<file path="src/source/led_panel_pkg.sv">
package led_panel_pkg;

  localparam int COLUMNS = 64;
  localparam int ROW_BITS = 5;   // Scan row inside one half of the panel
  localparam int PLANE_BITS = 2;

  typedef struct packed {
    logic red;
    logic green;
    logic blue;
  } rgb_t;

  // Request to bring one row pair into the row buffer
  typedef struct packed {
    logic [ROW_BITS-1:0]   row;
    logic [PLANE_BITS-1:0] plane;
  } load_req_t;

  // What the panel sees on each column clock
  typedef struct packed {
    rgb_t                rgb0;  // Upper half, rows 0 to 31
    rgb_t                rgb1;  // Lower half, rows 32 to 63
    logic [ROW_BITS-1:0] row;
  } panel_out_t;

endpackage

</file>
<file path="src/source/led_frame_pkg.sv">
package led_frame_pkg;

  localparam int ADDR_BITS = 6;  // Pad bit on top of the scan row
  localparam int WORDS = 64;

  // RGB332 pixel as stored in the frame memory
  typedef struct packed {
    logic [2:0] red;
    logic [2:0] green;
    logic [1:0] blue;
  } pixel_t;

  // One panel row, pixel 0 sits in the low bits and is column 0
  typedef pixel_t [led_panel_pkg::COLUMNS-1:0] fused_word_t;

  typedef struct packed {
    logic [ADDR_BITS-1:0] addr;
    fused_word_t          data;
  } mem_write_t;

endpackage

</file>
<file path="src/source/plane_selection.sv">
`timescale 1ns/1ps

module plane_selection (
  input  logic [led_panel_pkg::PLANE_BITS-1:0] plane,
  input  led_frame_pkg::fused_word_t           row_data,
  output logic [led_panel_pkg::COLUMNS-1:0]    red,
  output logic [led_panel_pkg::COLUMNS-1:0]    green,
  output logic [led_panel_pkg::COLUMNS-1:0]    blue
);
  import led_panel_pkg::*;
  import led_frame_pkg::*;

  always_comb begin
    pixel_t pix;
    for (int c = 0; c < COLUMNS; c++) begin
      pix = row_data[c];
      case (plane)
        2'd0: begin
          red[c]   = pix.red[0];
          green[c] = pix.green[0];
          blue[c]  = pix.blue[0];
        end
        2'd1: begin
          red[c]   = pix.red[1];
          green[c] = pix.green[1];
          blue[c]  = pix.blue[1];
        end
        2'd2: begin
          red[c]   = pix.red[2];
          green[c] = pix.green[2];
          blue[c]  = 1'b0;  // Blue has only two bits
        end
        default: begin
          // Plane 3 blanks the panel
          red[c]   = 1'b0;
          green[c] = 1'b0;
          blue[c]  = 1'b0;
        end
      endcase
    end
  end

endmodule

</file>
<file path="config.mk">
export PLATFORM = sky130hd
export DESIGN_NAME = plane_selection
export DESIGN_NICKNAME = d
export VERILOG_FILES = /design/src/source/led_panel_pkg.sv /design/src/source/led_frame_pkg.sv /design/src/source/plane_selection.sv
export SDC_FILE = /design/constraint.sdc
export NUM_CORES = 1
export LEC_CHECK = 0
export ABC_CLOCK_PERIOD_IN_PS = 800
export BUFFER_PORTS_ARGS = -buffer_cell sky130_fd_sc_hd__buf_2
export CORE_AREA = 4 4 271 273
export DETAILED_ROUTE_END_ITERATION = 12
export DIE_AREA = 0 0 275 277
export MAX_ROUTING_LAYER = met4
export PLACE_DENSITY_LB_ADDON = 0.2
export SLEW_MARGIN = 10
export SYNTH_ARGS = -nofsm -noshare
export SYNTH_HDL_FRONTEND = slang
export SYNTH_SLANG_ARGS = --single-unit
</file>
<file path="constraint.sdc">
create_clock -name vclk -period 0.8
set_clock_uncertainty 0.05 [all_clocks]
set_input_delay 0.04 -clock vclk [all_inputs]
set_output_delay 0.04 -clock vclk [all_outputs]
set_load 0.05 [all_outputs]
</file>
==> results.yml <==
power:
  p_leak_uw: 0.006481
  p_total_uw: 12180
  p_per_area_nw_per_um2: 785.2
  irDropWorstVdd_v: 0.0003667
routing:
  first_pass_iters: 4
  drtAntennaViolNets: 0
  drc: 0
  drt_iter0_markers: 96
  wl_um: 39990
  wl_per_cell_um: 18.14
  via_per_inst: 3.306
  vias: 7290
timing:
  fin_crit_sh_pct: 160.5
  slew_violations: 0
  fin_ws_ps: -484.3
  min_period_ps: 1284
  grt_setup_unrepaired: "true"
  maxSlewHeadroom_pct: 78.96
  tightest_slew_ps: 306.8
  whs_ps: 370.6
  fmax_ghz: 0.7786
  final_hold_viol_count: 0
  setup_violations: 192
  tns_ps: -72760
synthesis:
  syn-num-nets: 957
  synth_fa_ha_area_share_pct: 0
  syn_inst: 443
  synth_cell_types: 10
  synth.most_common_cell: "mux2i_1"
  avgSynthCellArea_um2: 8.558
  synthSimpleGateAreaFrac_pct: 6.568
  synth_common_cells: "192 x mux2i_1, 128 x o2bb2ai_1, 64 x nor2_1, 19 x buf_2, 13 x buf_4"
  ys_seq_area_share_pct: 0
  synth_top_area_share_pct: 50.69
  syn_area_um2: 3791
  yosys-top-cells-area: "mux2i_1 51%, o2bb2ai_1 30%, nor2_1 6.3%"
  ys_warn_count: 0
  synth.largest_area_cell: "mux2i_1"
  synth_compound_area_share_pct: 29.57
  muxShareOfSynthArea_pct: 50.69
  synth-xor-area-share_pct: 0
  synth_top_family_by_area: "multiplexers"
worst_setup_path:
  crit_chain: "buf_16, nor2b_4, buf_12, buf_16, buf_12, buf_6, o2bb2ai_4, buf_12"
  critical_path_class: "input port to primary output"
  cp.buffers_inverters: 6
  slowest_delay_ps: 180
  cp-start-kind: "input port"
  crit_family: "buffers and inverters"
  cp_data_required_time_ps: 710
  worstPathMaxFanout: 8
  crit_slowest_cell: "buf_16"
  crit_arrival_ps: 1190
  crit_top_cell: "buf_12"
  cp-end-kind: "primary output"
  setup.worst_path.start: "plane[1]"
status:
  violations: "setup timing"
  status: "finished with violations"
final_layout:
  final_cells: 2205
  final_nets: 1766
  drive_above_1_share_pct: 92.00
  regArea_um2: 0
  seq_cells: 0
  final_core_util_pct: 21.81
  n_fill_cell: 7594
  area_growth_pct: 309.1
  clock_buffers: 0
floorplanning:
  die_y_um: 277
  die_x_um: 275
  core_um2: 71120
  core.rowCount: 98
  fp.dieArea_um2: 76180
  start_util_pct: 5.331
  io_pins: 706
global_route:
  gr-max-usage-layer: "met2"
  grt_max_degree: 21
  antenna_found_initial: 8
  grt_pass1_vias: 7909
  grtUsageTotal_pct: 9.024
  met2_usage_pct: 18.38
  use_met1_pct: 8.619
  grt_pass1_wl_um: 50400
  gr-total-overflow: 0
  use_met3_pct: 1.984
placement:
  dpl.hpwl_um: 32660
  dp.cells: 2159
  gp_congestion: 0.8314
  io_buffer_count: 706
job:
  cap_violations: 0
clock_network:
  cts_hold_buffers: 0
hold_path:
  hold_start: "row_data[110]"
  min_path_type: "input port to primary output"
stage by stage:
stage,instance area [um^2],setup slack (ps)
global placement,11790,-599.9
floorplan,6270,-629.7
global route,15510,-538.7
CTS,13160,-540.9
detailed placement,11790,-586.2
finish,15510,-484.3
worst paths after layout:
path | endpoint | slack [ps] | cells after the start
min | red[13] | 370 | 3
max | red[39] | -480 | 8
final cells by class:
cell class	count	area, um^2	area share, %
Timing Repair Buffer	865	7511	48.43
Multi-Input combinational cell	385	6798	43.83
Tap cell	950	1189	7.664
Antenna cell	5	12.51	0.08067
where the power goes:
| group | switching (uW) | total [uW] | leakage (uW) | internal, uW |
|---|---|---|---|---|
| registers | 0 | 0 | 0 | 0 |
| logic | 6490 | 12200 | 0.00648 | 5690 |
| clock network | 0 | 0.000841 | 0.0000000317 | 0.000841 |
timing repair:
item,CTS,global route
endpoints found under the setup margin,192,192
pin swaps,7,48
buffers inserted,8,26
gates resized for setup,317,489
cloned,4,9
cell families after synthesis:
logic type	after synthesis
AND/OR/NAND/NOR	65
multiplexers	192
buffers and inverters	58
AO/OA/AOI/OAI	128
routing by layer:
metal  up-vias  share of wire, %
met1      3437                33
met3        30               8.3
met5         -                 0
met4         0               1.9
met2       444                56
li1       3379                 -
placed cells by master, fill, tap and decap left out, types with 5 or more instances in the layout:
cell type  netlist  layout
nor2_4           0      64
o2bb2ai_2        0      19
o2bb2ai_1      128       8
buf_12          11      56
clkbuf_16        0       7
buf_2           19     512
buf_4           13      78
mux2i_4          0      72
diode_2          0       5
buf_8            2     132
mux2i_1        192      92
buf_16           0      10
buf_6            1      69
o2bb2ai_4        0     101
mux2i_2          0      28
No activity file was read; power rests on OpenSTA's default activity.
