File: config.mk
export PLATFORM = sky130hd
export DESIGN_NAME = row_buffer
export DESIGN_NICKNAME = d
export VERILOG_FILES = /design/src/source/led_panel_pkg.sv /design/src/source/row_buffer.sv
export SDC_FILE = /design/constraint.sdc
export NUM_CORES = 1
export LEC_CHECK = 0
export BUFFER_PORTS_ARGS = -buffer_cell sky130_fd_sc_hd__buf_2
export CORE_MARGIN = 3
export CORE_UTILIZATION = 50
export DETAILED_ROUTE_END_ITERATION = 6
export MAX_ROUTING_LAYER = met4
export PLACE_DENSITY_LB_ADDON = 0.08
export SETUP_SLACK_MARGIN = 0.15
export SLEW_MARGIN = 20
export SYNTH_ARGS = -nofsm -noshare
export SYNTH_HDL_FRONTEND = slang
export SYNTH_SLANG_ARGS = --single-unit
File: constraint.sdc
create_clock -name clk -period 7.2 [get_ports clk]
set_input_delay 1.08 -clock clk [delete_from_list [all_inputs] [get_ports clk]]
set_output_delay 1.08 -clock clk [all_outputs]
set_load 0.05 [all_outputs]
File: src/source/led_panel_pkg.sv
package led_panel_pkg;

  localparam int COLUMNS = 64;
  localparam int ROW_BITS = 5;   // Scan row inside one half of the panel
  localparam int PLANE_BITS = 2;

  typedef struct packed {
    logic red;
    logic green;
    logic blue;
  } rgb_t;

  // Request to bring one row pair into the row buffer
  typedef struct packed {
    logic [ROW_BITS-1:0]   row;
    logic [PLANE_BITS-1:0] plane;
  } load_req_t;

  // What the panel sees on each column clock
  typedef struct packed {
    rgb_t                rgb0;  // Upper half, rows 0 to 31
    rgb_t                rgb1;  // Lower half, rows 32 to 63
    logic [ROW_BITS-1:0] row;
  } panel_out_t;

endpackage

File: src/source/row_buffer.sv
`timescale 1ns/1ps

module row_buffer (
  input  logic                               clk,
  input  logic                               rst,
  input  logic [led_panel_pkg::COLUMNS-1:0]  red,
  input  logic [led_panel_pkg::COLUMNS-1:0]  green,
  input  logic [led_panel_pkg::COLUMNS-1:0]  blue,
  input  logic                               load0,
  input  logic                               load1,
  input  logic                               shift,
  input  logic                               plane_ready,
  input  logic [led_panel_pkg::ROW_BITS-1:0] row,
  output led_panel_pkg::panel_out_t          panel
);
  import led_panel_pkg::*;

  // Bank 0 drives the upper half, bank 1 the lower half
  logic [COLUMNS-1:0]  red_q   [2];
  logic [COLUMNS-1:0]  green_q [2];
  logic [COLUMNS-1:0]  blue_q  [2];
  logic [ROW_BITS-1:0] row_q;
  logic [1:0]          load;

  assign load = {load1, load0};

  always_ff @(posedge clk) begin
    if (rst) begin
      for (int b = 0; b < 2; b++) begin
        red_q[b]   <= '0;
        green_q[b] <= '0;
        blue_q[b]  <= '0;
      end
      row_q <= '0;
    end else begin
      for (int b = 0; b < 2; b++) begin
        if (load[b]) begin
          red_q[b]   <= red;
          green_q[b] <= green;
          blue_q[b]  <= blue;
        end else if (shift) begin
          red_q[b]   <= red_q[b] >> 1;  // Next column moves to bit 0
          green_q[b] <= green_q[b] >> 1;
          blue_q[b]  <= blue_q[b] >> 1;
        end
      end
      if (plane_ready) begin
        row_q <= row;
      end
    end
  end

  always_comb begin
    panel.rgb0.red   = red_q[0][0];
    panel.rgb0.green = green_q[0][0];
    panel.rgb0.blue  = blue_q[0][0];
    panel.rgb1.red   = red_q[1][0];
    panel.rgb1.green = green_q[1][0];
    panel.rgb1.blue  = blue_q[1][0];
    // The new row shows during the ready pulse and is held after it
    panel.row = plane_ready ? row : row_q;
  end

endmodule

==> results of run 1 <==
worst register-to-register path: stages (launching register included):
cell and delay [ns]:
edfxtp_1 0.37, a22oi_1 0.15, nor2_1 0.10
kinds of logic (layout without fill, tap and decap cells):
kind of cell,Yosys count,in the layout,synth area share (%)
AOI/OAI and AO/OA,570,570,21.3
and+or+nand+nor,401,401,8.74
DFF,389,389,64.7
buffers and inverters,156,299,4.94
muxes,5,5,0.314
other,0,20,0
how the worst max path moves through the flow:
| stage | start | to | cells past startpoint | slack [ns] |
|---|---|---|---|---|
| 6_report | rst | blue_q[0][26] | 3 | 3.90 |
| 3_3_place_gp | rst | red_q[0][50] | 3 | 3.30 |
| 5_1_grt | rst | blue_q[0][26] | 3 | 3.65 |
| 2_1_floorplan | load0 | blue_q[0][0] | 2 | 1.16 |
| 4_1_cts | rst | red_q[0][46] | 3 | 3.82 |
| 3_5_place_dp | rst | red_q[0][49] | 3 | 3.24 |
through the flow:
| stage | util (%) | worst slack (ns) | instances |
|---|---|---|---|
| 6_report | 57.9 | 3.90 | 2139 |
| 3_5_place_dp | 53.9 | 3.24 | 2043 |
| 4_1_cts | 57.6 | 3.82 | 2118 |
| 3_3_place_gp | 53.9 | 3.30 | 2043 |
| 2_1_floorplan | - | 1.16 | 1521 |
| 5_1_grt | 57.8 | 3.65 | 2137 |
layer usage:
layer	share of wire (%)	global-route usage (%)
met5	0	-
met4	2.4	6.31
met2	46	31.7
met1	46	31.3
met3	6.2	4.38
area by class of cell:
class / instances / share of cell area [%]
well taps: 455 / 2.81
flip-flops and latches: 389 / 57.3
clock inverters: 16 / 0.458
multi-input cells: 976 / 27.0
repair buffers: 224 / 6.21
clock buffers: 59 / 5.92
diodes: 20 / 0.247
sequential cells by signal, indices dropped and copies added (netlist names):
name,flops
green_q,128
row_q,5
red_q,128
blue_q,128
where the power goes:
group	internal (uW)	switching, uW
sequential	2680	52.5
clock	1190	857
combinational	168	304
placed cells by master, fill, tap and decap left out:
cell,netlist,routed
bufinv_16,0,1
nor2b_4,0,1
nor2b_1,6,5
a22oi_2,100,100
buf_12,0,5
buf_6,27,1
clkbuf_1,70,12
buf_2,42,210
buf_8,1,1
or3_4,0,2
buf_16,0,1
nor2_1,190,190
clkinv_2,0,5
nor3b_1,6,6
o21ai_1,109,109
mux2_2,5,5
dfxtp_1,8,8
nand2_1,192,192
and2b_4,0,2
a21oi_1,195,195
clkbuf_16,0,45
diode_2,0,20
a22oi_1,86,86
clkinv_1,0,10
nand3b_1,3,3
clkbuf_8,0,3
buf_4,9,5
o21ai_0,80,80
edfxtp_1,381,381
==> flow_metrics.tcl, run 1 <==
set metrics [dict create \
    rows 68 \
    routedWlPerCell_microns 19.2 \
    hpwlAfterDp_mm 22.2 \
    die_h_microns 195 \
    regArea_sq_um 11600 \
    cp_cell_sequence "buf_8 -> or3_4 -> buf_12" \
    place_area_sq_um 18900 \
    cp_data_required_time_ns 7.36 \
    fin_nets 1836 \
    arrival_ns 3.46 \
    grt_pass1_wl_mm 66.8 \
    fin_crit_sh_pct 45.8 \
    vdd_drop_max_mv 0.172 \
    yosysMostFrequentCell "edfxtp_1" \
    cts.sinks 389 \
    finClkSkew_ns 0.00931 \
    tritoncts "yes" \
    io_buffers 213 \
    cts_max_path_buffers 3 \
    netlist_top_cells_count "edfxtp_1 (381), a21oi_1 (195), nand2_1 (192), nor2_1 (190), o21ai_1 (109)" \
    drtIter0Drc 847 \
    power_uw 5250 \
    synth_edf_count 381 \
    period_needed_ns 3.30 \
    hp-class "flop to flop" \
    synth_cell_type_count 21 \
    yosysSeqAreaShare_pct 64.7 \
    setup_tns_ns 0 \
    hold_buffers 0 \
    postSynthCellCount 1521 \
    fp.coreArea_sq_um 35000 \
    critPathKind "input port to flop" \
    post_cts_buffers 0 \
    holdWs_ns 0.559 \
    hold_viol 0 \
    worst-path-max-fanout 166 \
    initial_utilization_pct 51.3 \
    rsz0062_at_grt "no" \
    max_cap_violations 0 \
    worstMarginPinSlew_ns 1.21 \
    p_leak_uw 0.00739 \
    ys.flop_type "edfxtp_1" \
    r2r_end "green_q[1][25]" \
    drc 0 \
    max_freq_mhz 303 \
    min_to "blue_q[1][57]" \
    die_w_microns 195 \
    firstDrtPassIters 5 \
    grt_usage_pct 21.8 \
    path_buf_inv 2 \
    gr-total-overflow 0 \
    numCtsBuffers 42 \
    viasPerCell 5.78 \
    setup-violations-final 0 \
    slew_headroom_pct 19.6 \
    ios 214 \
    status "completed" \
    synth_nets 1724 \
    cts-root-buf "clkbuf_16" \
    drt_wl_total_mm 41.1 \
    avgSynthCellArea_sq_um 11.8 \
    htreeDepth 2 \
    gp_congestion 0.758 \
    rr_worst_depth 2 \
    start_kind "input port" \
    synthTopCellsByArea "edfxtp_1 (64%), a22oi_2 (7.0%), a21oi_1 (5.4%)" \
    cts-resized-gates 0 \
    synthArstFlopShare_pct 0 \
    p_per_area_nw_per_um2 260 \
    clk_pin_slew_ns 0.06 \
    synth_top_area_share_pct 63.8 \
    clock_latency_ns 0.53 \
    worstHoldStart "blue_q[1][58]" \
    fillCellCount 2953 \
    synth_warnings 0 \
    dieArea_sq_um 38200 \
    reg2reg_slack_ns 6.29 \
    crit_family "buffers and inverters" \
    ant_nets 0 \
    critPathCaptureType "flop" \
    crit_path_max_incr_delay_ns 0.95 \
    design_area_sq_um 20200 \
    synth_area_sq_um 17900 \
    vias 12400 \
    r2r-start "green_q[1][26]" \
    area_delta_synth_final_pct 12.8 \
    critPathSlowestCell "or3_4" \
    grt_max_degree 227 \
    min_path_cells 2 \
    synth-seq-cells 389 \
    multi_input_area_sq_um 5460 \
    drv_slew 0 \
    antenna_found_initial 18 \
    grt_pass1_vias 12000 \
    synth_area_leader_cell "edfxtp_1" \
    drive_gt1_share_pct 23.3 \
]
No activity file was read; power rests on OpenSTA's default activity.
==> run 2, diff against run 1 <==
- clock period: 7.2 -> 3.07 ns (I/O delays scaled with it)
==> run 2 against run 1 <==
  * Largest power group unchanged
  * Largest cell class unchanged
  * Register-to-register slack worse by 4.2 ns
  * Highest routed layer unchanged
  * Critical path type unchanged
  * First-iteration DRC count up 25%
  * Setup slack worse by 2.6 ns
  * Global-route usage down 0.15 points
  * Count of clock-buffer cells in the layout up 1
  * Design area up 0.52%
  * Combinational power up 140%
  * Core utilization up 0.30 points
==> flow_metrics.tcl, run 2 (same netlist as run 1, synthesis figures left out) <==
set metrics [dict create \
    period_needed_ns 1.80 \
    r2r-start "blue_q[1][44]" \
    die_h_microns 195 \
    firstDrtPassIters 5 \
    final_cell_mix "edfxtp_1 (381), buf_2 (210), a21oi_1 (195)" \
    drv_slew 0 \
    clock_latency_ns 0.53 \
    worstMarginPinSlew_ns 0.974 \
    numCtsBuffers 43 \
    status "completed" \
    p_leak_uw 0.00744 \
    gr-total-overflow 0 \
    p_per_area_nw_per_um2 605 \
    viasPerCell 5.75 \
    holdWs_ns 0.180 \
    worstHoldStart "green[63]" \
    initial_utilization_pct 51.3 \
    drtIter0Drc 1059 \
    cp_cell_sequence "buf_6 -> buf_4 -> nor2_1 -> nor3b_1" \
    critPathCaptureType "flop" \
    fin_nets 1846 \
    drc 0 \
    critPathSlowestCell "buf_4" \
    path_buf_inv 2 \
    grt_usage_pct 21.6 \
    cts-resized-gates 0 \
    critPathKind "input port to flop" \
    regArea_sq_um 11600 \
    fp.coreArea_sq_um 35000 \
    place_area_sq_um 19000 \
    crit_path_max_incr_delay_ns 0.77 \
    fin_crit_sh_pct 58.6 \
    die_w_microns 195 \
    vias 12300 \
    min_to "green_q[1][63]" \
    r2r_end "blue_q[1][43]" \
    max_cap_violations 0 \
    cts_max_path_buffers 3 \
    ios 214 \
    grt_pass1_wl_mm 65.9 \
    routedWlPerCell_microns 19.2 \
    vdd_drop_max_mv 0.431 \
    setup-violations-final 0 \
    hold_buffers 0 \
    drt_wl_total_mm 41.3 \
    antenna_found_initial 17 \
    cts.sinks 389 \
    finClkSkew_ns 0.0168 \
    reg_top3 "blue_q x128, green_q x128, red_q x128" \
    min_path_cells 3 \
    grt_pass1_vias 11900 \
    hp-class "input port to flop" \
    io_buffers 213 \
    crit_family "buffers and inverters" \
    post_cts_buffers 0 \
    tritoncts "yes" \
    rsz0062_at_grt "no" \
    slew_headroom_pct 35.1 \
    start_kind "input port" \
    rr_worst_depth 2 \
    reg2reg_slack_ns 2.11 \
    dieArea_sq_um 38200 \
    worst-path-max-fanout 90 \
    design_area_sq_um 20300 \
    cts-root-buf "clkbuf_16" \
    multi_input_area_sq_um 5460 \
    hpwlAfterDp_mm 23.2 \
    post-route-util_pct 58.2 \
    area_delta_synth_final_pct 13.4 \
    fillCellCount 3041 \
    cp_data_required_time_ns 3.42 \
    hold_viol 0 \
    gp_congestion 0.741 \
    htreeDepth 2 \
    layout_commonest_cell "edfxtp_1" \
    setup_tns_ns 0 \
    fin_cells 2146 \
    rows 68 \
    arrival_ns 2.15 \
    clk_pin_slew_ns 0.06 \
    max_freq_mhz 556 \
    grt_max_degree 197 \
    drive_gt1_share_pct 23.5 \
    dp_cells 2053 \
    ant_nets 0 \
]
-- run 2: cell count changes in the layout (fill, tap and decap cells not counted) --
cell / delta
clkinv_1: +1
clkbuf_8: -1
clkbuf_1: +2
clkinv_2: -2
buf_4: +4
buf_12: +6
buf_16: -1
diode_2: -2
-- run 2: where the power goes --
| part | switching [uW] | internal [uW] | total (uW) | leakage (uW) |
|---|---|---|---|---|
| clock network | 2000 | 2770 | 4780 | 0.000621 |
| registers | 127 | 6290 | 6420 | 0.00441 |
| logic | 716 | 406 | 1120 | 0.00242 |
| total | 2840 | 9470 | 12300 | 0.00744 |
-- run 2: worst max-delay path by stage --
stage / start / end / slack, ns / cells past startpoint
2_1_floorplan: load1 / blue_q[1][0] / 0.48 / 3
3_3_place_gp: load0 / green_q[0][47] / 0.75 / 3
3_5_place_dp: load0 / green_q[0][49] / 0.70 / 3
4_1_cts: load0 / green_q[0][41] / 1.25 / 3
5_1_grt: load0 / green_q[0][63] / 1.14 / 4
6_report: load0 / green_q[0][63] / 1.27 / 4
-- run 2: metrics by stage --
stage | setup slack (ns) | power, uW
6_report | 1.27 | 12300
5_1_grt | 1.14 | 12800
4_1_cts | 1.25 | 12400
3_5_place_dp | 0.699 | 7660
3_3_place_gp | 0.748 | 7630
2_1_floorplan | 0.485 | 7280
-- run 2: final cells by class --
| type | count | share of cell area (%) |
|---|---|---|
| Sequential cell | 389 | 57.0 |
| Clock buffer | 60 | 5.86 |
| Clock inverter | 15 | 0.425 |
| Antenna cell | 18 | 0.221 |
| Timing Repair Buffer | 233 | 6.78 |
| Multi-Input combinational cell | 976 | 26.9 |
| Tap cell | 455 | 2.80 |
-- run 2: tightest hold or removal path, delay by kind of cell --
kind	cells	cell delay, ns
buf+inv	1	0.08
simple gates	1	0.07
compound gates	1	0.05
-- run 2: layer usage --
layer,global-route usage [%],routed length [microns]
met5,-,0
met4,6.28,874
met3,4.57,2280
met2,30.7,18500
met1,31.6,19600
==> run 3, diff against run 2 <==
- ABC_AREA: default -> 1
- clock period: 3.07 -> 1.5 ns (I/O delays scaled with it)
==> run 3 against run 2 <==
  * Sequential power grew 110%
  * Hold slack got worse by 0.16 ns
  * Largest power group unchanged
  * Wire length up 3.0%
  * Clock skew down 0.0058 ns
  * Critical path type is now flop to primary output
  * Count of clock-buffer cells in the layout rose by 5
  * Cell count increased by 39%
  * Die area is 6.6% higher
  * Clock power increased by 110%
  * Critical endpoint is now panel[3]
  * Core utilization up 2.8 points
  * Critical path depth shrank 1
  * Combinational power increased to 2.5 times the previous value
==> flow_metrics.tcl, run 3 <==
set metrics [dict create \
    status "completed" \
    vdd_drop_max_mv 0.993 \
    synth_warnings 0 \
    htreeDepth 2 \
    antenna_found_initial 3 \
    synth-seq-cells 389 \
    drtIter0Drc 912 \
    firstDrtPassIters 5 \
    p_sw_uw 6230 \
    synth_cell_type_count 20 \
    setup-violations-final 0 \
    finClkSkew_ns 0.0111 \
    grt_max_degree 86 \
    rsz0062_at_grt "yes" \
    cts_max_path_buffers 3 \
    max_cap_violations 0 \
    rows 71 \
    gp_congestion 0.796 \
    grt_pass1_wl_mm 69.9 \
    critPathCapture "panel[3]" \
    multi_input_area_sq_um 4970 \
    drv_slew 0 \
    area_delta_synth_final_pct 19.8 \
    reg_top3 "blue_q x128, green_q x128, red_q x128" \
    design_area_sq_um 22900 \
    fin_cells 2981 \
    postSynthCellCount 2218 \
    synth_nets 2421 \
    yosysSeqAreaShare_pct 60.6 \
    viasPerCell 4.80 \
    layout_commonest_cell "nand2_1" \
    power.share.clock_pct 38.5 \
    setup_tns_ns 0 \
    yosysMostFrequentCell "nand2_1" \
    routedWlPerCell_microns 14.3 \
    start_kind "flop" \
    die_h_microns 202 \
    fin_crit_sh_pct 94.1 \
    place_area_sq_um 21400 \
    ios 214 \
    io_buffers 213 \
    worst-path-max-fanout 2 \
    slew_headroom_pct 73.1 \
    final_cell_mix "nand2_1 (581), inv_1 (521), edfxtp_1 (381)" \
    tritoncts "yes" \
    p_per_area_nw_per_um2 1140 \
    netlist_top_cells_count "nand2_1 (590), inv_1 (522), edfxtp_1 (381), nor2_1 (219), nand3_1 (165)" \
    hpwlAfterDp_mm 27.3 \
    regArea_sq_um 11600 \
    synth_area_sq_um 19200 \
    critPathCaptureType "primary output" \
    synth_area_leader_cell "edfxtp_1" \
    drive_gt1_share_pct 15.0 \
    switching_share_pct 23.7 \
    clock_latency_ns 0.55 \
    min_path_cells 3 \
    worstMarginPinSlew_ns 0.404 \
    avgSynthCellArea_sq_um 8.63 \
    setup_slack_ns 0.0883 \
    dp_slack_ns -0.0826 \
    reg2reg_slack_ns 0.59 \
    drt_wl_total_mm 42.5 \
    vias 14300 \
    synth_top_area_share_pct 59.7 \
    fillCellCount 3424 \
    die_w_microns 202 \
    seqPwrFrac_pct 50.7 \
    period_needed_ns 1.41 \
    grt_pass1_vias 14000 \
    dp_cells 2889 \
    cts-root-buf "clkbuf_16" \
    fin_nets 2640 \
    combPwrFrac_pct 10.8 \
    rr_worst_depth 4 \
    cp_data_required_time_ns 1.27 \
    synthTopCellsByArea "edfxtp_1 (60%), nand2_1 (12%), inv_1 (10%)" \
    synthArstFlopShare_pct 0 \
    ant_nets 0 \
    fp.coreArea_sq_um 37700 \
    p_leak_uw 0.0116 \
    initial_utilization_pct 50.8 \
    p_int_uw 20000 \
    grt_usage_pct 21.4 \
    dieArea_sq_um 40700 \
    critPathKind "flop to primary output" \
    synth_edf_count 381 \
    hp-class "input port to flop" \
    ys.flop_type "edfxtp_1" \
    hold_viol 0 \
    crit_start "row_q[3]" \
    clk_pin_slew_ns 0.06 \
    gr-total-overflow 0 \
    cts.sinks 389 \
    r2r-start "blue_q[0][33]" \
    numCtsBuffers 44 \
    arrival_ns 1.19 \
    r2r_end "blue_q[0][32]" \
    drc 0 \
    max_freq_mhz 708 \
]
-- run 3: changes by cell type after synthesis, moves of 29 or more --
cell | previous run | this run
inv_1 | 0 | 522
nand2_1 | 192 | 590
a21oi_1 | 195 | 8
nand3_1 | 0 | 165
a22oi_2 | 100 | 0
a22oi_1 | 86 | 0
o21ai_0 | 80 | 131
o21ai_1 | 109 | 59
nor2_1 | 190 | 219
-- run 3: cells by family after synthesis --
logic type | share of synthesized area (%)
buffers and inverters | 13.8
DFF | 60.6
and+or+nand+nor | 20.4
AOI/OAI and AO/OA | 5.17
-- run 3: metrics by stage --
stage	hold slack, ns	util (%)	total power, uW
2_1_floorplan	0.368	-	15200
3_3_place_gp	0.453	56.8	16200
3_5_place_dp	0.463	56.8	16300
4_1_cts	0.00189	60.7	26500
5_1_grt	0.0226	60.9	27300
6_report	0.0196	60.9	26200
-- run 3: layout make-up --
class / count / area share, %
Sequential cell: 389 / 50.6
Clock inverter: 11 / 0.333
Timing Repair Buffer: 300 / 10.5
Multi-Input combinational cell: 1176 / 21.7
Clock buffer: 65 / 5.45
Antenna cell: 3 / 0.0327
Inverter: 526 / 8.68
Tap cell: 511 / 2.79
-- run 3: worst max-delay path, cell delays in order (launching register included) --
cell     delay [ns]
dfxtp_2        0.33
nand2_2        0.07
nand2_2        0.11
buf_8          0.15
-- run 3: routing by layer --
metal	global-route usage, %	vias up	share of wire [%]
met3	3.35	67	5.0
met5	-	-	0
li1	-	7258	-
met4	5.81	0	2.1
met2	33.8	336	47
met1	29.3	6656	46
-- run 3: power by group through the flow --
stage	clock network, uW	registers, uW	logic [uW]
2_1_floorplan	0	13500	1780
3_3_place_gp	0	13500	2740
3_5_place_dp	0	13500	2780
4_1_cts	10300	13300	2860
5_1_grt	10700	13400	3240
6_report	10100	13300	2830
-- run 3: timing repair --
action,in CTS,in global routing
pin swaps,1,4
hold buffers,10,0
setup buffers,1,2
endpoints found under the setup margin,10,11
gates cloned,0,0
endpoints found under the hold margin,13,0
resized for setup,19,19
-- run 3: how the worst min path moves through the flow --
stage	startpoint	end	slack, ns
3_3_place_gp	green_q[1][63]	green_q[1][63]	0.45
2_1_floorplan	blue[63]	blue_q[1][63]	0.37
4_1_cts	red[36]	red_q[1][36]	0.002
6_report	red[25]	red_q[1][25]	0.02
3_5_place_dp	blue_q[1][63]	blue_q[1][63]	0.46
5_1_grt	blue[16]	blue_q[1][16]	0.02
