===== src/source/led_panel_pkg.sv =====
package led_panel_pkg;

  localparam int COLUMNS = 64;
  localparam int ROW_BITS = 5;   // Scan row inside one half of the panel
  localparam int PLANE_BITS = 2;

  typedef struct packed {
    logic red;
    logic green;
    logic blue;
  } rgb_t;

  // Request to bring one row pair into the row buffer
  typedef struct packed {
    logic [ROW_BITS-1:0]   row;
    logic [PLANE_BITS-1:0] plane;
  } load_req_t;

  // What the panel sees on each column clock
  typedef struct packed {
    rgb_t                rgb0;  // Upper half, rows 0 to 31
    rgb_t                rgb1;  // Lower half, rows 32 to 63
    logic [ROW_BITS-1:0] row;
  } panel_out_t;

endpackage


===== src/source/led_frame_pkg.sv =====
package led_frame_pkg;

  localparam int ADDR_BITS = 6;  // Pad bit on top of the scan row
  localparam int WORDS = 64;

  // RGB332 pixel as stored in the frame memory
  typedef struct packed {
    logic [2:0] red;
    logic [2:0] green;
    logic [1:0] blue;
  } pixel_t;

  // One panel row, pixel 0 sits in the low bits and is column 0
  typedef pixel_t [led_panel_pkg::COLUMNS-1:0] fused_word_t;

  typedef struct packed {
    logic [ADDR_BITS-1:0] addr;
    fused_word_t          data;
  } mem_write_t;

endpackage


===== src/source/memory_management.sv =====
`timescale 1ns/1ps

module memory_management (
  input  logic                                 clk,
  input  logic                                 rst,
  input  led_panel_pkg::load_req_t             load_req,
  input  logic                                 load_valid,
  output logic                                 load_ready,
  input  logic                                 shift_valid,
  output logic                                 shift_ready,
  input  logic                                 wr_valid,
  output logic                                 wr_ready,
  output logic                                 wr_en,
  output logic                                 rd,
  output logic [led_frame_pkg::ADDR_BITS-1:0]  addr,
  output logic [led_panel_pkg::PLANE_BITS-1:0] plane,
  output logic                                 load0,
  output logic                                 load1,
  output logic                                 shift,
  output logic                                 plane_ready
);
  import led_panel_pkg::*;
  import led_frame_pkg::*;

  typedef enum logic [2:0] {
    START,
    SHIFT_P,
    S_CACHE0,
    S_LOAD0,
    S_CACHE1,
    S_LOAD1,
    DONE
  } state_t;

  state_t                        state;
  logic [ADDR_BITS-ROW_BITS-1:0] pad;  // Selects the upper or lower half of the panel
  logic [ROW_BITS-1:0]           row_q;
  logic                          load_accept;

  // Shift requests win over loads
  assign load_ready  = (state == START) && !shift_valid;
  assign shift_ready = (state == START) || (state == SHIFT_P);
  assign load_accept = load_valid && load_ready;

  // The RAM has one port, so writes wait while a row pair is being read
  assign wr_ready = !(state inside {S_CACHE0, S_LOAD0, S_CACHE1, S_LOAD1});
  assign wr_en    = wr_valid && wr_ready;

  assign addr = {pad, row_q};

  always_ff @(posedge clk) begin
    if (load_accept) begin
      row_q <= load_req.row;
      plane <= load_req.plane;
    end
  end

  always_ff @(posedge clk) begin
    if (rst) begin
      state       <= START;
      rd          <= 1'b0;
      load0       <= 1'b0;
      load1       <= 1'b0;
      shift       <= 1'b0;
      plane_ready <= 1'b0;
      pad         <= '0;
    end else begin
      // Every strobe lasts one cycle unless a state raises it again
      rd          <= 1'b0;
      load0       <= 1'b0;
      load1       <= 1'b0;
      shift       <= 1'b0;
      plane_ready <= 1'b0;
      case (state)
        START: begin
          if (shift_valid) begin
            shift <= 1'b1;
            state <= SHIFT_P;
          end else if (load_valid) begin
            rd    <= 1'b1;  // Upper half first
            pad   <= '0;
            state <= S_CACHE0;
          end
        end
        SHIFT_P: begin
          if (shift_valid) begin
            shift <= 1'b1;
          end else begin
            state <= START;
          end
        end
        S_CACHE0: begin
          load0 <= 1'b1;  // RAM output now holds row r
          state <= S_LOAD0;
        end
        S_LOAD0: begin
          rd    <= 1'b1;
          pad   <= '1;  // Row r+32
          state <= S_CACHE1;
        end
        S_CACHE1: begin
          load1 <= 1'b1;
          state <= S_LOAD1;
        end
        S_LOAD1: begin
          plane_ready <= 1'b1;  // Both banks are in place on this edge
          state       <= DONE;
        end
        DONE: begin
          state <= START;
        end
        default: begin
          state <= START;
        end
      endcase
    end
  end

endmodule


===== config.mk =====
export PLATFORM = sky130hd
export DESIGN_NAME = memory_management
export DESIGN_NICKNAME = d
export VERILOG_FILES = /design/src/source/led_panel_pkg.sv /design/src/source/led_frame_pkg.sv /design/src/source/memory_management.sv
export SDC_FILE = /design/constraint.sdc
export NUM_CORES = 1
export LEC_CHECK = 0
export BUFFER_PORTS_ARGS = -buffer_cell sky130_fd_sc_hd__clkbuf_2
export CELL_PAD_IN_SITES_DETAIL_PLACEMENT = 0
export CELL_PAD_IN_SITES_GLOBAL_PLACEMENT = 1
export CORE_ASPECT_RATIO = 1.25
export CORE_UTILIZATION = 33
export DETAILED_ROUTE_END_ITERATION = 16
export GPL_TIMING_DRIVEN = 0
export PLACE_DENSITY = 0.77
export SLEW_MARGIN = 30
export SYNTH_ARGS = -nofsm -noshare
export SYNTH_HDL_FRONTEND = slang
export SYNTH_SLANG_ARGS = --single-unit

===== constraint.sdc =====
create_clock -name clk -period 1.9 [get_ports clk]
set_input_delay 0.285 -clock clk [delete_from_list [all_inputs] [get_ports clk]]
set_output_delay 0.285 -clock clk [all_outputs]
set_load 0.05 [all_outputs]

==> impl_summary.txt, run 1 <==
----------------------------------------------------
[GRT]
  Number of global-route vias before repair ... just over 400
  Antenna violations before repair ... 0
  First-pass GRT wire length ... between 1500 and 2000 µm
  Global-route congestion overflow total ... 0
  Largest net degree at the start of global routing ... 11
  Aggregate global-route resource usage ... 0.1141

[Clock network]
  Clock latency reported for the late side of the worst-skew pair ... 290 ps
  CTS buffer count ... 3
  Total setup buffers inserted after CTS ... 0
  CTS tree ... yes
  Root Buffer ... sky130_fd_sc_hd__clkbuf_4
  # clock sinks ... 16
  Htree depth ... 1
  Clock Path Buffers ... 2
  Clock-pin slew reported for the worst setup and hold paths after clock tree synthesis ... approximately 90 ps

[STA]
  Fin crit period ... approximately 1800 ps
  Worst Slack Setup Final ... roughly 130 ps
  Setup repair after global routing missed its margin ... no
  Final Hold Violating Endpoints ... 0
  Pin slew with the least headroom to its limit ... a little over 400 ps
  Post-route clock skew ... roughly 4.5 ps
  Final clock period utilization by the worst path ... 0.9321
  Max-slew violation count ... 0
  Tightest hold margin ... about 170 ps
  Slew HR ... 0.7265
  Setup violators final ... 0
  Setup TNS ... 0 ps
  Achievable frequency ... between 500 and 600 MHz

[Synth]
  Count of flip-flops with a built-in enable after synthesis ... 7
  Area share of the largest cell type after synthesis ... 0.3275
  Proportion of register bits with asynchronous set or reset after synthesis ... 0
  Sequential cell area fraction in the yosys report ... 0.6082
  Total standard cell area after synthesis ... ~640 µm²
  Biggest area consumer among synthesized cells ... sky130_fd_sc_hd__edfxtp_1
  Main area contributors after synthesis ... sky130_fd_sc_hd__edfxtp_1 (33%), sky130_fd_sc_hd__dfxtp_1 (28%), sky130_fd_sc_hd__ha_1 (3.9%)
  Synth Instances ... 54
  Net count of the mapped netlist ... 68
  Library cells used by synthesis ... 28
  Most common flop cell mapped by yosys ... sky130_fd_sc_hd__dfxtp_1
  Synth Register Bits ... 16
  Average cell area after synthesis ... between 10 and 15 µm²
  Number of warning messages in the yosys log ... 0

[Critical path]
  Required time reported for the critical path endpoint ... around 1600 ps
  Largest fanout of any net on the critical path ... 10
  Crit path arrival time ... roughly 1500 ps
  Class of the most critical setup path ... reg2out
  Startpoint Class ... register
  Critical path capture point type ... output port

[Route]
  Antenna Nets Post-Route ... 0
  Post-Route WL ... ~1200 µm
  DR pass1 iterations ... 3
  Via total after detailed routing ... roughly 520
  Number of design-rule violations left by the first detailed-router iteration ... 2
  Remaining DRCs ... 0
  Wirelength per Cell ... 11.38 µm
  Via density per instance ... about 5

[Finish]
  Layout cells sized above 1 ... 0.4706
  Number of nets in the layout ... 100
  Antenna diode instance count ... 0
  Filler Cells Inserted ... approximately 190
  Highest-count cells in the layout ignoring fill and taps ... sky130_fd_sc_hd__clkbuf_2 (25), sky130_fd_sc_hd__dfxtp_1 (8), sky130_fd_sc_hd__edfxtp_1 (7)
  Growth of design area from synthesis to finish ... 35.48%
  Most common cell after layout, fill and taps aside ... sky130_fd_sc_hd__clkbuf_2
  Final standard cell utilization of the core ... 0.4867
  Final std cell area, no fill ... slightly below 900 µm²

[Power and ir drop]
  Areal power density over the cells ... between 900 and 1000 mW/mm²
  Leakage Power ... 0.3742 nW
  Maximum vdd ir drop ... approximately 390 µV

[Place]
  # port buffers ... 27
  Last weighted congestion value of the routability-driven placer ... between 0.7 and 0.8
  Placement-stage cell area ... approximately 810 µm²
  Post-Place Setup Slack ... 119.5 ps
  Total half-perimeter wirelength after legalization and detailed placement ... about 910 µm

[Job]
  Max-cap viol count ... 0

[Die]
  Horiz. Die Dim ... 41.45 µm
  Initial core utilization ... 0.3592
  Die outline height ... ~50 µm
  Core Area ... 0.001787 mm²
  Number of cell rows ... 17
  Area enclosed by the die boundary ... between 0.002 and 0.0025 mm²
  Number of I/O pins ... 29

[Status]
  Outcome ... completed

[Hold path]
  Type of the tightest min-delay check ... in2reg

----------------------------------------------------
## sequential cells by signal, indices dropped and copies added (netlist names)
signal,cells
load0,1
pad,1
plane_ready,1
state,3
load1,1
shift,1
plane,2
rd,1
row_q,5
## critical path: stages (launching register included)
cell,delay [ps]
sky130_fd_sc_hd__dfxtp_1,320
sky130_fd_sc_hd__buf_4,170
sky130_fd_sc_hd__inv_1,130
sky130_fd_sc_hd__ha_4,280
sky130_fd_sc_hd__nor2b_2,100
sky130_fd_sc_hd__buf_4,190
## logic make-up after synthesis
group | Yosys count | synth area share
adders and majority gates | 2 | 0.03898
AOI/OAI and AO/OA | 9 | 0.09941
and+or+nand+nor | 17 | 0.1755
buffers and inverters | 10 | 0.07796
DFF | 16 | 0.6082
## synth_stat cells, drive strengths merged (2+ instances only)
master	count
nor2	3
buf	3
nand2	2
edfxtp	7
nor4	3
dfxtp	9
inv	6
o21ai	2
ha	2
a211oi	3
## routing by layer
metal,GRT usage,wire [µm],share of wire
met1,0.1501,521,0.44
met5,0,0,0
met2,0.1771,518,0.44
met4,0.04839,23,0.019
met3,0.02827,119,0.10
## report_power, final
part,internal [mW],switching (mW)
Combinational,0.0575,0.129
Sequential,0.378,0.00591
Clock,0.117,0.103
## path summary, 6_finish.rpt
check             cells past startpoint                     to  slack, ps                   from
setup / recovery                      5                  wr_en        130  state[1]$_SDFFE_PP0P_
hold / removal                        1     row_q[1]$_DFFE_PP_        170            load_req[3]
setup reg to reg                      6  state[0]$_SDFFE_PP0P_        270  state[1]$_SDFFE_PP0P_
hold reg to reg                       2       pad$_SDFFE_PP0P_        490       pad$_SDFFE_PP0P_
## layout make-up
cell class / count / area, µm² / area share
plain buffers: 4 / 30.03 / 0.03453
repair buffers: 27 / 140.1 / 0.1612
inverters: 6 / 22.52 / 0.02590
well taps: 19 / 23.77 / 0.02734
multi-input cells: 28 / 225.2 / 0.2590
clock buffers: 4 / 36.28 / 0.04173
flip-flops and latches: 16 / 391.6 / 0.4504
## per-stage QoR
stage | cells | power [mW]
floorplan | 54 | 0.5301
global placement | 100 | 0.5696
detailed placement | 100 | 0.5714
CTS | 104 | 0.7871
global route | 104 | 0.8242
finish | 104 | 0.7900
## repair_timing
action,4_1_cts,5_1_grt
pin swaps,0,0
gates resized for setup,3,4
hold buffers,0,0
endpoints found under the setup margin,2,2
No activity file was read; power rests on OpenSTA's default activity.
==> inputs of run 2 (changes only) <==
--- a/config.mk
+++ b/config.mk
@@ -11,7 +11,6 @@
 export CORE_ASPECT_RATIO = 1.25
 export CORE_UTILIZATION = 33
 export DETAILED_ROUTE_END_ITERATION = 16
-export GPL_TIMING_DRIVEN = 0
 export PLACE_DENSITY = 0.77
 export SLEW_MARGIN = 30
 export SYNTH_ARGS = -nofsm -noshare
==> impl_summary.txt, run 2 (synthesis gave the netlist of run 1 again) <==
----------------------------------------------------
[Status]
  Outcome ... completed (unchanged)

[Power and ir drop]
  Fraction of power consumed by combinational cells ... 0.230 (was 0.237)
  Power share of the clock group ... 0.246 (was 0.278)
  Maximum vdd ir drop ... 443.6 µV (was 392.7 µV)
  Sw power ... 0.2367 mW (was 0.2380 mW)
  Cell internal power dissipation ... 0.5065 mW (was 0.5519 mW)
  Leakage Power ... 0.3620 nW (was 0.3742 nW)
  Areal power density over the cells ... 894.6 mW/mm² (was 908.4 mW/mm²)
  Sequential cell fraction of total power ... 0.524 (was 0.486)
  Design Power ... 0.7432 mW (was 0.7900 mW)
  Switch share ... 0.3185 (was 0.3013)

[Finish]
  Most common cell after layout, fill and taps aside ... sky130_fd_sc_hd__clkbuf_2 (unchanged)
  Final std cell area, no fill ... 830.8 µm² (was 869.6 µm²)
  Area taken by flip-flops and latches ... 390.4 µm² (was 391.6 µm²)
  Layout cells sized above 1 ... 0.4405 (was 0.4706)
  Number of nets in the layout ... 99 (was 100)
  Filler Cells Inserted ... 188 (was 187)
  Largest registers ... row_q: 5 flops, state: 3 flops, plane: 2 flops (unchanged)
  Growth of design area from synthesis to finish ... 29.43% (was 35.48%)
  Post-layout instance count excluding filler cells ... 103 (was 104)
  Flip-flop count of the largest register after layout ... 5 (unchanged)
  Antenna diode instance count ... 0 (unchanged)
  Register containing the most flip-flops in the final layout ... row_q (unchanged)
  Highest-count cells in the layout ignoring fill and taps ... sky130_fd_sc_hd__clkbuf_2 (28), sky130_fd_sc_hd__dfxtp_1 (9), sky130_fd_sc_hd__edfxtp_1 (7) (was sky130_fd_sc_hd__clkbuf_2 (25), sky130_fd_sc_hd__dfxtp_1 (8), sky130_fd_sc_hd__edfxtp_1 (7))
  Total area of multi-input combinational cells ... 212.7 µm² (was 225.2 µm²)

[Route]
  Post-Route WL ... 1253 µm (was 1183 µm)
  Wirelength per Cell ... 12.17 µm (was 11.38 µm)
  Number of design-rule violations left by the first detailed-router iteration ... 10 (was 2)
  Remaining DRCs ... 0 (unchanged)
  Antenna Nets Post-Route ... 0 (unchanged)
  DR pass1 iterations ... 2 (was 3)
  Via density per instance ... 5.058 (was 4.962)
  Via total after detailed routing ... 521 (was 516)

[STA]
  Setup TNS ... 0 ps (unchanged)
  Achievable frequency ... 574.4 MHz (was 564.6 MHz)
  Max-slew violation count ... 0 (unchanged)
  Final clock period utilization by the worst path ... 0.9164 (was 0.9321)
  Final Hold Violating Endpoints ... 0 (unchanged)
  Setup repair after global routing missed its margin ... no (unchanged)
  Pin slew with the least headroom to its limit ... 395.8 ps (was 410.2 ps)
  Post-route clock skew ... 2.256 ps (was 4.494 ps)
  Setup violators final ... 0 (unchanged)
  Fin crit period ... 1741 ps (was 1771 ps)
  Slew HR ... 0.7358 (was 0.7265)

[GRT]
  Global-route met3 utilization ... 0.03534 (was 0.02827)
  GRT Max-Usage Layer ... met2 (unchanged)
  Largest net degree at the start of global routing ... 11 (unchanged)
  Aggregate global-route resource usage ... 0.1291 (was 0.1141)
  Number of global-route vias before repair ... 456 (was 408)
  Met1 layer usage reported by global route ... 0.1593 (was 0.1501)
  First-pass GRT wire length ... 2070 µm (was 1869 µm)
  Met2 track demand over resource in global routing ... 0.2005 (was 0.1771)
  Antenna violations before repair ... 0 (unchanged)
  Global-route congestion overflow total ... 0 (unchanged)

[Place]
  Last weighted congestion value of the routability-driven placer ... 0.7088 (was 0.7021)
  Placed insts ... 99 (was 100)
  # port buffers ... 28 (was 27)
  Placement-stage cell area ... 804.5 µm² (was 812.0 µm²)
  Total half-perimeter wirelength after legalization and detailed placement ... 964.7 µm (was 910.1 µm)

[Critical path]
  Crit path arrival time ... 1460 ps (was 1490 ps)
  Required time reported for the critical path endpoint ... 1620 ps (about the same)
  Critical path's slowest cell ... sky130_fd_sc_hd__ha_1 (was sky130_fd_sc_hd__dfxtp_1)
  Critical path capture point type ... output port (unchanged)
  Cell Chain, Critical Path ... inv_1 -> ha_1 -> nor2b_2 -> clkbuf_2 (was buf_4 -> inv_1 -> ha_4 -> nor2b_2 -> buf_4)
  Delay of the slowest cell on the worst path ... 360 ps (was 320 ps)
  Class of the most critical setup path ... reg2out (unchanged)
  Largest fanout of any net on the critical path ... 5 (was 10)
  Startpoint Class ... register (unchanged)
  Slack of the worst reg-to-reg path ... 390 ps (was 270 ps)

[Die]
  Area enclosed by the die boundary ... 0.002127 mm² (unchanged)
  Initial core utilization ... 0.3592 (unchanged)
  Die outline height ... 51.31 µm (unchanged)
  Horiz. Die Dim ... 41.45 µm (unchanged)
  Number of I/O pins ... 29 (unchanged)
  Number of cell rows ... 17 (unchanged)
  Core Area ... 0.001787 mm² (unchanged)

[Clock network]
  CTS tree ... yes (unchanged)
  Clock-pin slew reported for the worst setup and hold paths after clock tree synthesis ... 90 ps (about the same)
  Hold_buf cts ... 0 (unchanged)
  # clock sinks ... 16 (unchanged)
  Number of gates resized after cts ... 0 (was 3)
  Clock latency reported for the late side of the worst-skew pair ... 280 ps (was 290 ps)
  CTS buffer count ... 3 (unchanged)
  Htree depth ... 1 (unchanged)
  Root Buffer ... sky130_fd_sc_hd__clkbuf_4 (unchanged)
  Clock Path Buffers ... 2 (unchanged)
  Total setup buffers inserted after CTS ... 0 (unchanged)

[Job]
  Max-cap viol count ... 0 (unchanged)

[Hold path]
  Type of the tightest min-delay check ... in2reg (unchanged)

----------------------------------------------------
==> run 2: layout make-up <==
| cell class | instances | share of cell area |
|---|---|---|
| sequential | 16 | 0.4699 |
| multi-input combinational | 28 | 0.2560 |
| timing repair buffer | 30 | 0.1867 |
| clock buffer | 4 | 0.03163 |
| tap | 19 | 0.02861 |
| inverter | 6 | 0.02711 |
==> run 2: power by group through the flow <==
stage               combinational, mW  sequential (mW)  clock [mW]
floorplan                      0.0987            0.431           0
global placement                0.171            0.396           0
detailed placement              0.172            0.397           0
CTS                             0.173            0.389       0.184
global route                    0.183            0.392       0.201
finish                          0.171            0.389       0.183
==> run 2: worst paths after layout <==
| check | to | start | cells past startpoint |
|---|---|---|---|
| setup / recovery | wr_en | state[1]$_SDFFE_PP0P_ | 4 |
| hold / removal | row_q[2]$_DFFE_PP_ | load_req[4] | 1 |
| setup reg to reg | state[0]$_SDFFE_PP0P_ | state[2]$_SDFFE_PP0P_ | 5 |
| hold reg to reg | pad$_SDFFE_PP0P_ | pad$_SDFFE_PP0P_ | 2 |
==> run 2: worst max-delay path, delay by kind of cell (launching register included) <==
family        cells  cell delay, ps
flops             1             330
fa+ha+maj         1             360
simple gates      1             110
buf+inv           2             360
==> run 2: routing by layer <==
| layer | part of all wire | up-vias |
|---|---|---|
| met2 | 0.43 | 28 |
| met3 | 0.086 | 5 |
| met5 | 0 | - |
| met4 | 0.022 | 0 |
| li1 | - | 255 |
| met1 | 0.47 | 233 |
==> run 2: per-stage QoR <==
step,setup WS (ps),utilization,hold WS [ps]
3_3_place_gp,391.3,0.4503,471.6
6_report,158.9,0.4650,175.5
2_1_floorplan,113.4,-,383.9
5_1_grt,51.08,0.4650,168.1
3_5_place_dp,406.1,0.4503,468.0
4_1_cts,151.6,0.4650,176.5
==> inputs of run 3 (changes only) <==
--- a/config.mk
+++ b/config.mk
@@ -11,7 +11,7 @@
 export CORE_ASPECT_RATIO = 1.25
 export CORE_UTILIZATION = 33
 export DETAILED_ROUTE_END_ITERATION = 16
-export PLACE_DENSITY = 0.77
+export PLACE_DENSITY = 0.81
 export SLEW_MARGIN = 30
 export SYNTH_ARGS = -nofsm -noshare
 export SYNTH_HDL_FRONTEND = slang
==> impl_summary.txt, run 3 (synthesis gave the netlist of run 1 again) <==
----------------------------------------------------
[Status]
  Outcome ... completed (unchanged)

[Critical path]
  Class of the most critical setup path ... reg2out (unchanged)
  Required time reported for the critical path endpoint ... 1620 ps (about the same)
  Startpoint of the most critical setup path ... state[2]$_SDFFE_PP0P_ (was state[1]$_SDFFE_PP0P_)
  Capture point of the critical path ... wr_en (unchanged)
  Largest fanout of any net on the critical path ... 5 (unchanged)
  Worst R2R End ... state[0]$_SDFFE_PP0P_ (unchanged)
  Worst R2R Start ... state[2]$_SDFFE_PP0P_ (unchanged)
  Startpoint Class ... register (unchanged)
  Crit path arrival time ... 1450 ps (was 1460 ps)
  Slack of the worst reg-to-reg path ... 310 ps (was 390 ps)
  Number of cells traversed by the worst register-to-register path ... 5 (unchanged)
  Critical path capture point type ... output port (unchanged)

[Place]
  Placement-stage cell area ... 804.5 µm² (unchanged)
  Last weighted congestion value of the routability-driven placer ... 0.7077 (was 0.7088)
  Total half-perimeter wirelength after legalization and detailed placement ... 950.1 µm (was 964.7 µm)
  Post-Place Setup Slack ... 357.2 ps (was 406.1 ps)
  # port buffers ... 28 (unchanged)

[Finish]
  Final standard cell utilization of the core ... 0.4650 (unchanged)
  Filler Cells Inserted ... 175 (was 188)
  Flip-flop count of the largest register after layout ... 5 (unchanged)
  Most common cell after layout, fill and taps aside ... sky130_fd_sc_hd__clkbuf_2 (unchanged)
  Highest-count cells in the layout ignoring fill and taps ... sky130_fd_sc_hd__clkbuf_2 (28), sky130_fd_sc_hd__dfxtp_1 (9), sky130_fd_sc_hd__edfxtp_1 (7) (unchanged)
  Number of nets in the layout ... 99 (unchanged)
  Layout cells sized above 1 ... 0.4405 (unchanged)
  Largest registers ... row_q: 5 flops, state: 3 flops, plane: 2 flops (unchanged)
  Growth of design area from synthesis to finish ... 29.43% (unchanged)
  Register containing the most flip-flops in the final layout ... row_q (unchanged)
  Antenna diode instance count ... 0 (unchanged)
  Final std cell area, no fill ... 830.8 µm² (unchanged)

[STA]
  Setup repair after global routing missed its margin ... no (unchanged)
  Max-slew violation count ... 0 (unchanged)
  Slew HR ... 0.7454 (was 0.7358)
  Achievable frequency ... 576.0 MHz (was 574.4 MHz)
  Final clock period utilization by the worst path ... 0.9138 (was 0.9164)
  Post-route clock skew ... 1.537 ps (was 2.256 ps)
  Setup TNS ... 0 ps (unchanged)
  Final Hold Violating Endpoints ... 0 (unchanged)
  Setup violators final ... 0 (unchanged)
  Tightest hold margin ... 186.6 ps (was 175.5 ps)
  Pin slew with the least headroom to its limit ... 381.3 ps (was 395.8 ps)
  Fin crit period ... 1736 ps (was 1741 ps)
  Worst Slack Setup Final ... 163.8 ps (was 158.9 ps)

[GRT]
  Number of global-route vias before repair ... 463 (was 456)
  Aggregate global-route resource usage ... 0.1260 (was 0.1291)
  Antenna violations before repair ... 0 (unchanged)
  Global-route met3 utilization ... 0.03887 (was 0.03534)
  Met1 layer usage reported by global route ... 0.1325 (was 0.1593)
  Global-route congestion overflow total ... 0 (unchanged)
  GRT Max-Usage Layer ... met2 (unchanged)
  Met2 track demand over resource in global routing ... 0.2240 (was 0.2005)
  First-pass GRT wire length ... 2001 µm (was 2070 µm)
  Largest net degree at the start of global routing ... 11 (unchanged)

[Hold path]
  Type of the tightest min-delay check ... in2reg (unchanged)

[Clock network]
  Number of gates resized after cts ... 0 (unchanged)
  Clock-pin slew reported for the worst setup and hold paths after clock tree synthesis ... 80 ps (was 90 ps)
  Htree depth ... 1 (unchanged)
  Total setup buffers inserted after CTS ... 0 (unchanged)
  Root Buffer ... sky130_fd_sc_hd__clkbuf_4 (unchanged)
  CTS buffer count ... 3 (unchanged)
  Hold_buf cts ... 0 (unchanged)
  CTS tree ... yes (unchanged)
  Clock latency reported for the late side of the worst-skew pair ... 270 ps (was 280 ps)
  # clock sinks ... 16 (unchanged)
  Clock Path Buffers ... 2 (unchanged)

[Route]
  DR pass1 iterations ... 4 (was 2)
  Number of design-rule violations left by the first detailed-router iteration ... 11 (was 10)
  Remaining DRCs ... 0 (unchanged)
  Post-Route WL ... 1184 µm (was 1253 µm)
  Antenna Nets Post-Route ... 0 (unchanged)
  Wirelength per Cell ... 11.50 µm (was 12.17 µm)
  Via total after detailed routing ... 512 (was 521)
  Via density per instance ... 4.971 (was 5.058)

[Die]
  Number of cell rows ... 17 (unchanged)
  Die outline height ... 51.31 µm (unchanged)
  Horiz. Die Dim ... 41.45 µm (unchanged)
  Initial core utilization ... 0.3592 (unchanged)
  Core Area ... 0.001787 mm² (unchanged)
  Area enclosed by the die boundary ... 0.002127 mm² (unchanged)
  Number of I/O pins ... 29 (unchanged)

[Power and ir drop]
  Areal power density over the cells ... 879.5 mW/mm² (was 894.6 mW/mm²)
  Leakage Power ... 0.3620 nW (unchanged)
  Maximum vdd ir drop ... 452.5 µV (was 443.6 µV)

[Job]
  Max-cap viol count ... 0 (unchanged)

----------------------------------------------------
run 3: cell counts in the layout (fill, tap and decap cells not counted):
No cell type changed its count.
run 3: area by class of cell:
| cell class | count | area (µm²) | share of cell area |
|---|---|---|---|
| well taps | 19 | 23.77 | 0.02861 |
| clock buffers | 4 | 26.28 | 0.03163 |
| inverters | 6 | 22.52 | 0.02711 |
| repair buffers | 30 | 155.1 | 0.1867 |
| flip-flops and latches | 16 | 390.4 | 0.4699 |
| multi-input cells | 28 | 212.7 | 0.2560 |
run 3: worst min path at each step:
stage           startpoint            endpoint  slack (ps)  cells after the start
2_1_floorplan  load_req[0]  plane[0]$_DFFE_PP_         380                      0
3_3_place_gp   load_req[6]  row_q[4]$_DFFE_PP_         460                      1
3_5_place_dp   load_req[0]  plane[0]$_DFFE_PP_         460                      1
4_1_cts        load_req[0]  plane[0]$_DFFE_PP_         170                      1
5_1_grt        load_req[6]  row_q[4]$_DFFE_PP_         160                      1
6_report       load_req[0]  plane[0]$_DFFE_PP_         190                      1
run 3: where the power goes:
group	internal [mW]	switching (mW)	total, mW
logic	0.0476	0.124	0.172
registers	0.378	0.0112	0.389
clock network	0.0812	0.0891	0.170
run 3: metal layers:
layer,part of all wire,wire (µm),vias up
met5,0,0,-
met4,0,0,0
met3,0.087,103,0
met2,0.48,570,30
met1,0.43,510,226
li1,-,-,256
run 3: metrics by stage:
step           total power [mW]  instances
3_3_place_gp             0.5665         99
6_report                 0.7307        103
5_1_grt                  0.7729        103
2_1_floorplan            0.5301         54
3_5_place_dp             0.5690         99
4_1_cts                  0.7422        103
run 3: worst max-delay path, stage by stage (launching register included):
cell                       delay, ps
sky130_fd_sc_hd__dfxtp_1         340
sky130_fd_sc_hd__inv_1           100
sky130_fd_sc_hd__ha_1            350
sky130_fd_sc_hd__nor2b_2         120
sky130_fd_sc_hd__clkbuf_2        270
